$ cat src/logic/dbg_pkg.sv
`default_nettype none

package dbg_pkg;

	// UART bit timing
	localparam int CLKS_PER_BIT = 8;
	localparam int BIT_CNT_W = $clog2(CLKS_PER_BIT);
	localparam logic [BIT_CNT_W-1:0] BIT_LAST = BIT_CNT_W'(CLKS_PER_BIT - 1);
	// Mid-bit point of the start bit
	localparam logic [BIT_CNT_W-1:0] HALF_BIT = BIT_CNT_W'(CLKS_PER_BIT / 2 - 1);

	// 8N1 frame: start, eight data bits, stop
	localparam int FRAME_BITS = 10;
	localparam int FRAME_IDX_W = $clog2(FRAME_BITS);
	localparam logic [FRAME_IDX_W-1:0] FRAME_LAST = FRAME_IDX_W'(FRAME_BITS - 1);

	// CPU reset pulse length
	localparam int RST_HOLD_CYCLES = 256;
	localparam int RST_CNT_W = $clog2(RST_HOLD_CYCLES);
	localparam logic [RST_CNT_W-1:0] RST_CNT_LAST = RST_CNT_W'(RST_HOLD_CYCLES - 1);

	// Shared RAM size
	localparam int RAM_DEPTH = 256;
	localparam int RAM_AW = $clog2(RAM_DEPTH);

	// Host command opcodes
	typedef enum logic [7:0] {
		CMD_HALT   = 8'h00,
		CMD_RESUME = 8'h01,
		CMD_WRITE  = 8'h02,
		CMD_READ   = 8'h03,
		CMD_RESET  = 8'h04
	} cmd_e;

	// Control FSM states
	typedef enum logic [3:0] {
		ST_IDLE,
		ST_RD_ADDR_H,
		ST_RD_ADDR_L,
		ST_RD_WAIT,
		ST_RD_SEND,
		ST_WR_ADDR_H,
		ST_WR_ADDR_L,
		ST_WR_DATA,
		ST_RST_HOLD
	} ctrl_state_e;

	// One memory bus request
	typedef struct packed {
		logic [15:0] addr;
		logic [7:0]  wdata;
		logic        we;
		logic        re;
	} bus_req_t;

endpackage

`default_nettype wire

$ cat src/logic/uart_rx.sv
`timescale 1ns/1ns
`default_nettype none

module uart_rx import dbg_pkg::*; (
	input logic clk,
	input logic rst,
	input logic rxd,
	output logic rx_valid,
	output logic [7:0] rx_data
);

	// Two-flop synchronizer on the serial line
	logic rx_meta;
	logic rx_s;

	// Frame tracking
	logic busy;
	logic [BIT_CNT_W-1:0] clk_cnt;
	// 0 is start, 1 to 8 are data, 9 is stop
	logic [FRAME_IDX_W-1:0] bit_idx;
	logic [7:0] shreg;

	// Start bit is sampled at half a bit, the rest a full bit apart
	logic sample;

	assign sample = (bit_idx == '0) ? (clk_cnt == HALF_BIT) : (clk_cnt == BIT_LAST);

	always_ff @(posedge clk or negedge rst) begin
		if (!rst) begin
			// Line idles high
			rx_meta <= 1'b1;
			rx_s <= 1'b1;
		end else begin
			rx_meta <= rxd;
			rx_s <= rx_meta;
		end
	end

	always_ff @(posedge clk or negedge rst) begin
		if (!rst) begin
			busy <= 1'b0;
			clk_cnt <= '0;
			bit_idx <= '0;
			shreg <= '0;
			rx_valid <= 1'b0;
		end else begin
			rx_valid <= 1'b0;
			if (!busy) begin
				// Falling edge opens a frame
				if (!rx_s) begin
					busy <= 1'b1;
					clk_cnt <= '0;
					bit_idx <= '0;
				end
			end else if (sample) begin
				clk_cnt <= '0;
				if (bit_idx == '0) begin
					// Glitch, start bit gone by mid-bit
					if (rx_s)
						busy <= 1'b0;
					else
						bit_idx <= bit_idx + 1'b1;
				end else if (bit_idx == FRAME_LAST) begin
					// Stop bit reached, byte complete
					rx_valid <= 1'b1;
					busy <= 1'b0;
				end else begin
					// Data arrives LSB first
					shreg <= {rx_s, shreg[7:1]};
					bit_idx <= bit_idx + 1'b1;
				end
			end else begin
				clk_cnt <= clk_cnt + 1'b1;
			end
		end
	end

	// Holds until the next frame's data bits
	assign rx_data = shreg;

endmodule

`default_nettype wire

$ cat src/logic/uart_tx.sv
`timescale 1ns/1ns
`default_nettype none

module uart_tx import dbg_pkg::*; (
	input logic clk,
	input logic rst,
	input logic tx_start,
	input logic [7:0] tx_data,
	output logic txd,
	output logic tx_done
);

	// Whole frame, shifted out from bit 0
	logic [FRAME_BITS-1:0] shreg;
	logic busy;
	logic [BIT_CNT_W-1:0] clk_cnt;
	logic [FRAME_IDX_W-1:0] bit_idx;

	always_ff @(posedge clk or negedge rst) begin
		if (!rst) begin
			busy <= 1'b0;
			shreg <= '1;
			clk_cnt <= '0;
			bit_idx <= '0;
		end else if (!busy) begin
			if (tx_start) begin
				// Stop, data, start
				shreg <= {1'b1, tx_data, 1'b0};
				busy <= 1'b1;
				clk_cnt <= '0;
				bit_idx <= '0;
			end
		end else if (clk_cnt == BIT_LAST) begin
			clk_cnt <= '0;
			// Fill with idle level behind the frame
			shreg <= {1'b1, shreg[FRAME_BITS-1:1]};
			if (bit_idx == FRAME_LAST)
				busy <= 1'b0;
			else
				bit_idx <= bit_idx + 1'b1;
		end else begin
			clk_cnt <= clk_cnt + 1'b1;
		end
	end

	// Idle line is high
	assign txd = busy ? shreg[0] : 1'b1;
	// Done drops the cycle after start, rises after the stop bit
	assign tx_done = !busy;

	// The control FSM must wait for an idle transmitter
	a_no_start_busy: assert property (@(posedge clk) disable iff (!rst)
		tx_start |-> tx_done);

endmodule

`default_nettype wire

$ cat src/logic/sys_ctrl_fsm.sv
`timescale 1ns/1ns
`default_nettype none

module sys_ctrl_fsm import dbg_pkg::*; (
	input logic clk,
	input logic rst,
	input logic rx_valid,
	input logic [7:0] rx_data,
	input logic tx_done,
	output logic tx_start,
	output logic [7:0] tx_data,
	input logic [7:0] rdata,
	output bus_req_t mon_req,
	output logic cpu_halt,
	output logic cpu_rst
);

	ctrl_state_e state;
	// Times the CPU reset pulse
	logic [RST_CNT_W-1:0] rst_cnt;
	// Read byte already taken from the RAM
	logic rd_loaded;

	always_ff @(posedge clk or negedge rst) begin
		if (!rst) begin
			state <= ST_IDLE;
			mon_req <= '0;
			tx_start <= 1'b0;
			tx_data <= '0;
			cpu_halt <= 1'b0;
			cpu_rst <= 1'b0;
			rst_cnt <= '0;
			rd_loaded <= 1'b0;
		end else begin
			// Strobes last one cycle unless set below
			tx_start <= 1'b0;
			mon_req.we <= 1'b0;
			mon_req.re <= 1'b0;

			case (state)
				ST_IDLE: begin
					if (rx_valid) begin
						case (rx_data)
							CMD_HALT: cpu_halt <= 1'b1;
							CMD_RESUME: cpu_halt <= 1'b0;
							CMD_WRITE: state <= ST_WR_ADDR_H;
							CMD_READ: state <= ST_RD_ADDR_H;
							CMD_RESET: begin
								cpu_rst <= 1'b1;
								rst_cnt <= '0;
								state <= ST_RST_HOLD;
							end
							// Unknown opcode, stay idle
							default: state <= ST_IDLE;
						endcase
					end
				end

				// Read path
				ST_RD_ADDR_H: begin
					if (rx_valid) begin
						mon_req.addr[15:8] <= rx_data;
						state <= ST_RD_ADDR_L;
					end
				end

				ST_RD_ADDR_L: begin
					if (rx_valid) begin
						mon_req.addr[7:0] <= rx_data;
						// Read strobe goes out next cycle
						mon_req.re <= 1'b1;
						state <= ST_RD_WAIT;
					end
				end

				ST_RD_WAIT: begin
					// RAM answers at the end of this cycle
					rd_loaded <= 1'b0;
					state <= ST_RD_SEND;
				end

				ST_RD_SEND: begin
					// Take the RAM byte once, on entry
					if (!rd_loaded) begin
						tx_data <= rdata;
						rd_loaded <= 1'b1;
					end
					// Answer only with the CPU held off and the line free
					if (tx_done && cpu_halt) begin
						tx_start <= 1'b1;
						state <= ST_IDLE;
					end else if (!cpu_halt && rx_valid && rx_data == CMD_HALT) begin
						// Halt is still taken so a stalled read can finish
						cpu_halt <= 1'b1;
					end
				end

				// Write path
				ST_WR_ADDR_H: begin
					if (rx_valid) begin
						mon_req.addr[15:8] <= rx_data;
						state <= ST_WR_ADDR_L;
					end
				end

				ST_WR_ADDR_L: begin
					if (rx_valid) begin
						mon_req.addr[7:0] <= rx_data;
						state <= ST_WR_DATA;
					end
				end

				ST_WR_DATA: begin
					if (rx_valid) begin
						mon_req.wdata <= rx_data;
						// Single write strobe, then back to idle
						mon_req.we <= 1'b1;
						state <= ST_IDLE;
					end
				end

				// CPU reset pulse
				ST_RST_HOLD: begin
					if (rst_cnt == RST_CNT_LAST) begin
						cpu_rst <= 1'b0;
						state <= ST_IDLE;
					end else begin
						rst_cnt <= rst_cnt + 1'b1;
					end
				end

				default: state <= ST_IDLE;
			endcase
		end
	end

	// Read and write never share a bus cycle
	a_no_we_re: assert property (@(posedge clk) disable iff (!rst)
		!(mon_req.we && mon_req.re));

endmodule

`default_nettype wire

$ cat src/logic/bus_arbiter.sv
`timescale 1ns/1ns
`default_nettype none

module bus_arbiter import dbg_pkg::*; (
	input bus_req_t cpu_req,
	input bus_req_t mon_req,
	input logic cpu_halt,
	input logic cpu_halted,
	output bus_req_t mem_req,
	output logic mon_grant
);

	// Monitor owns the bus only once the CPU has actually stopped
	assign mon_grant = cpu_halt & cpu_halted;

	// Owner drives address, data and strobes
	// Strobes of the other master never reach the RAM
	always_comb begin
		if (mon_grant)
			mem_req = mon_req;
		else
			mem_req = cpu_req;
	end

endmodule

`default_nettype wire

$ cat src/logic/cpu_core.sv
`timescale 1ns/1ns
`default_nettype none

module cpu_core import dbg_pkg::*; (
	input logic clk,
	input logic rst,
	input logic cpu_halt,
	input logic cpu_rst,
	input logic [7:0] rdata,
	output bus_req_t cpu_req,
	output logic cpu_halted,
	output logic [15:0] pc
);

	// Low is the fetch boundary, high is the increment cycle
	logic phase;
	logic fetch_re;

	always_ff @(posedge clk or negedge rst) begin
		if (!rst) begin
			pc <= '0;
			phase <= 1'b0;
			fetch_re <= 1'b0;
			cpu_halted <= 1'b0;
		end else if (cpu_rst) begin
			// Held at address zero, no fetches
			pc <= '0;
			phase <= 1'b0;
			fetch_re <= 1'b0;
			cpu_halted <= cpu_halt;
		end else if (!phase) begin
			if (cpu_halt) begin
				// Parked on the boundary
				fetch_re <= 1'b0;
				cpu_halted <= 1'b1;
			end else begin
				cpu_halted <= 1'b0;
				fetch_re <= 1'b1;
				phase <= 1'b1;
			end
		end else begin
			// Byte read, move on
			fetch_re <= 1'b0;
			pc <= pc + 1'b1;
			phase <= 1'b0;
		end
	end

	// Read-only master
	assign cpu_req = '{addr: pc, wdata: 8'h00, we: 1'b0, re: fetch_re};

	// Fetched byte must be defined the cycle after the strobe
	a_fetch_known: assert property (@(posedge clk) disable iff (!rst)
		cpu_req.re && !cpu_halt |=> !$isunknown(rdata));

endmodule

`default_nettype wire

$ cat src/logic/sys_ram.sv
`timescale 1ns/1ns
`default_nettype none

module sys_ram import dbg_pkg::*; (
	input logic clk,
	input bus_req_t mem_req,
	output logic [7:0] rdata
);

	logic [7:0] mem [0:RAM_DEPTH-1];

	// Memory starts cleared
	initial begin
		for (int i = 0; i < RAM_DEPTH; i++) begin
			mem[i] = 8'h00;
		end
	end

	always_ff @(posedge clk) begin
		// Only the low address byte selects a location
		if (mem_req.we)
			mem[mem_req.addr[RAM_AW-1:0]] <= mem_req.wdata;
		// Registered read, holds until the next read strobe
		if (mem_req.re)
			rdata <= mem[mem_req.addr[RAM_AW-1:0]];
	end

endmodule

`default_nettype wire

$ cat src/logic/dbg_top.sv
`timescale 1ns/1ns
`default_nettype none

module dbg_top import dbg_pkg::*; (
	input logic clk,
	input logic rst,
	input logic uart_rxd,
	output logic uart_txd,
	output logic [15:0] cpu_pc
);

	// UART side
	logic rx_valid;
	logic [7:0] rx_data;
	logic tx_start;
	logic [7:0] tx_data;
	logic tx_done;

	// Bus side
	bus_req_t cpu_req;
	bus_req_t mon_req;
	bus_req_t mem_req;
	logic [7:0] rdata;
	logic mon_grant;

	// CPU control
	logic cpu_halt;
	logic cpu_rst;
	logic cpu_halted;

	uart_rx u_uart_rx (
		.clk(clk),
		.rst(rst),
		.rxd(uart_rxd),
		.rx_valid(rx_valid),
		.rx_data(rx_data)
	);

	uart_tx u_uart_tx (
		.clk(clk),
		.rst(rst),
		.tx_start(tx_start),
		.tx_data(tx_data),
		.txd(uart_txd),
		.tx_done(tx_done)
	);

	sys_ctrl_fsm u_ctrl (
		.clk(clk),
		.rst(rst),
		.rx_valid(rx_valid),
		.rx_data(rx_data),
		.tx_done(tx_done),
		.tx_start(tx_start),
		.tx_data(tx_data),
		.rdata(rdata),
		.mon_req(mon_req),
		.cpu_halt(cpu_halt),
		.cpu_rst(cpu_rst)
	);

	cpu_core u_cpu (
		.clk(clk),
		.rst(rst),
		.cpu_halt(cpu_halt),
		.cpu_rst(cpu_rst),
		.rdata(rdata),
		.cpu_req(cpu_req),
		.cpu_halted(cpu_halted),
		.pc(cpu_pc)
	);

	bus_arbiter u_arb (
		.cpu_req(cpu_req),
		.mon_req(mon_req),
		.cpu_halt(cpu_halt),
		.cpu_halted(cpu_halted),
		.mem_req(mem_req),
		.mon_grant(mon_grant)
	);

	sys_ram u_ram (
		.clk(clk),
		.mem_req(mem_req),
		.rdata(rdata)
	);

	// A monitor write without grant would be lost at the arbiter
	a_write_granted: assert property (@(posedge clk) disable iff (!rst)
		mon_req.we |-> mon_grant);

	// A granted bus means the CPU has stopped fetching
	a_cpu_quiet: assert property (@(posedge clk) disable iff (!rst)
		mon_grant |-> !cpu_req.re);

endmodule

`default_nettype wire

$ cat config.mk
export PLATFORM = sky130hd
export DESIGN_NAME = dbg_top
export DESIGN_NICKNAME = d
export VERILOG_FILES = /design/src/logic/dbg_pkg.sv /design/src/logic/uart_rx.sv /design/src/logic/uart_tx.sv /design/src/logic/sys_ctrl_fsm.sv /design/src/logic/bus_arbiter.sv /design/src/logic/cpu_core.sv /design/src/logic/sys_ram.sv /design/src/logic/dbg_top.sv
export SDC_FILE = /design/constraint.sdc
export NUM_CORES = 2
export LEC_CHECK = 0
export BUFFER_PORTS_ARGS = -buffer_cell sky130_fd_sc_hd__buf_2
export CAP_MARGIN = 0
export CORE_UTILIZATION = 45
export CTS_CLUSTER_SIZE = 8
export DETAILED_ROUTE_END_ITERATION = 16
export PLACE_DENSITY = 0.71
export SYNTH_ARGS = -nofsm -noshare
export SYNTH_HDL_FRONTEND = slang
export SYNTH_HIERARCHICAL = 1
export SYNTH_SLANG_ARGS = --single-unit
$ cat constraint.sdc
create_clock -name clk -period 7.42 [get_ports clk]
set_input_delay 0.371 -clock clk [delete_from_list [all_inputs] [get_ports clk]]
set_output_delay 0.371 -clock clk [all_outputs]
set_load 0.005 [all_outputs]
==> flow_summary.toml <==
[status]
outcome = "complete, no violations"

[power]
power_frac_comb = 0.203
power_density_mw_per_mm2 = 344.3
power.internal_mw = 23.82
pwr-share-clk = 0.380
p_sw_mw = 8.873
peakVddDrop_uv = 342.9
p_leak_nw = 29.35
p_sw_frac = 0.2714
p_seq_frac = 0.417

[grt]
grt_max_degree = 177
grt_pass1_wl_um = 287100
antenna_found_initial = 4
grt-ovfl-total = 0
grt_pass1_vias = 41860
grt.total_usage = 0.2098

[yosys]
synth_cells = 3994
synthesis.area_mm2 = 0.08373
syn-mean-instance-area_um2 = 20.96
synth_warnings = 6

[critical_path]
cp_max_fo = 83
cp_slowest_stage_delay_ps = 1240
cp-start-kind = "register"
critPathSlowestCell = "o41ai_1"
crit_chain = "nand2_4, mux2_8, buf_4, mux4_2, a22oi_1, a21oi_1, o41ai_1, nand4_1"
arrival_ps = 5730
criticalPathCategory = "reg -> reg"
end_kind = "register"
cp.required_ps = 8000

[clock_network]
h-tree-depth = 5
cts.clk_slew.worst_paths_ps = 50
clk_latency_ps = 950
cts_root_buffer = "clkbuf_16"
numCtsBuffers = 320
cts_tree = "built"
cts_sinks = 2152
clock_path_buffers = 4

[routing]
ant_nets = 0
post_drt_via_cell_ratio = 6.222
drt-pass1-iter-count = 5
vias = 41480
detail_route.wirelength_um = 195300
drt_iter0_drc = 5041
wl_per_cell_um = 29.29
drc_errors = 0

[sta]
fin_ws_ps = 2270
fin_crit_ps = 5150
setup_viol = 0
worst_pin_slew_ps = 1429
setup-tns-final_ps = 0
max_freq_mhz = 194.2
post-route-period-util = 0.6940
rsz0062_at_grt = "no"
whs_ps = 34.28
slew_violations = 0
relSlewSlack = 0.03493
hold_viol_final = 0
skew_ps = 87.63

[finish]
drive_gt1_frac = 0.2530
final_cell_area_mm2 = 0.09495
antenna_cells = 0
final_util = 0.5164
finish.net_count = 4180
synthToLayoutAreaGrowth_pct = 13.39

[place]
placed_cell_area_mm2 = 0.08656
finalWeightedCongestion = 0.8253
io_buffers = 19
dp_slack_ps = 2406
dp.final_hpwl_um = 110200

[die]
start_util = 0.4554
core-area_mm2 = 0.1839
fp.dieH_um = 433.4
die_area_mm2 = 0.1878
io-pin-count = 20
die_w_um = 433.4
rows = 157

[flow_run]
drv_cap = 0

[hold_path]
hp-class = "in -> async"
## cell type report
cell class,count,area (um2)
clock buffer,348,8262
multi-input combinational,1558,18290
timing repair buffer,120,996.0
clock inverter,9,100.1
inverter,15,56.30
fill,13990,88920
sequential,2152,64160
tap,2464,3083
## metrics by stage
| stage | power [mW] | cells |
|---|---|---|
| 2_1_floorplan | 18.29 | 4002 |
| 3_3_place_gp | 20.39 | 6306 |
| 3_5_place_dp | 20.42 | 6307 |
| 4_1_cts | 32.82 | 6666 |
| 5_1_grt | 33.64 | 6666 |
| 6_report | 32.69 | 6666 |
## power groups by stage
stage,Sequential [mW],Clock [mW],Combinational (mW)
floorplan,13.8,0,4.52
global placement,13.8,0,6.55
detailed placement,13.8,0,6.57
CTS,13.6,12.6,6.61
global route,13.6,13.1,6.94
finish,13.6,12.4,6.65
## routing by layer
layer  vias to the layer above  track usage  wire, um
li1                      16870            -         -
met3                       380      0.05215     20610
met5                         -            0        22
met2                      2314       0.3216     92160
met4                         4      0.07287      6186
met1                     21910       0.2940     76300
## flip-flops by register name (all words and copies together), names as in the netlist, 8 cells and up
| register | cells |
|---|---|
| u_ram/rdata | 8 |
| u_ctrl/tx_data | 8 |
| u_ram/mem | 2048 |
| u_uart_tx/shreg | 9 |
| u_uart_rx/rx_data | 8 |
| u_ctrl/mon_req | 18 |
| u_ctrl/rst_cnt | 8 |
| u_cpu/pc | 16 |
## path summary, 6_finish.rpt
check	from	to	slack [ps]	depth (start not counted)
worst max-delay path	u_ctrl/cpu_halt	u_ram/rdata[6]	2270	8
worst min-delay path	rst	u_cpu/pc[3]	30	2
worst max register to register	u_ctrl/cpu_halt	u_ram/rdata[6]	2270	8
worst min register to register	u_uart_rx/rx_meta	u_uart_rx/rx_s	350	0
max in group asynchronous	rst	u_ctrl/mon_req[2]	6320	3
min in group clk	uart_rxd	u_uart_rx/rx_meta	200	2
## what timing repair did
action / 4_1_cts / 5_1_grt
hold buffers: 2 / 0
resized for setup: 0 / 0
endpoints found under the hold margin: 48 / 0
buffers inserted: 0 / 0
## worst max-delay path, delay by kind of cell (launching register included)
| family | cells | cell delay, ps |
|---|---|---|
| and+or+nand+nor | 2 | 500 |
| buffers and inverters | 1 | 810 |
| muxes | 2 | 1280 |
| AOI/OAI and AO/OA | 3 | 1720 |
| DFF | 1 | 450 |
## cells in the final DEF, fill, tap and decap left out, types with 10 or more instances in the layout
cell type,count
a21oi_1,149
a22oi_1,256
buf_12,11
buf_2,19
buf_4,88
clkbuf_1,21
clkbuf_16,327
dfrtp_1,85
dfstp_2,11
edfxtp_1,2056
ha_1,10
inv_1,14
mux2_2,38
mux2_8,10
mux2i_1,18
mux4_2,512
nand2_1,47
nand2b_1,10
nand3_1,21
nand4_1,15
nor2_1,253
nor2b_1,17
nor3_1,37
o21ai_0,16
o41ai_1,32
Note: power is estimated with default switching activity, not from simulation.
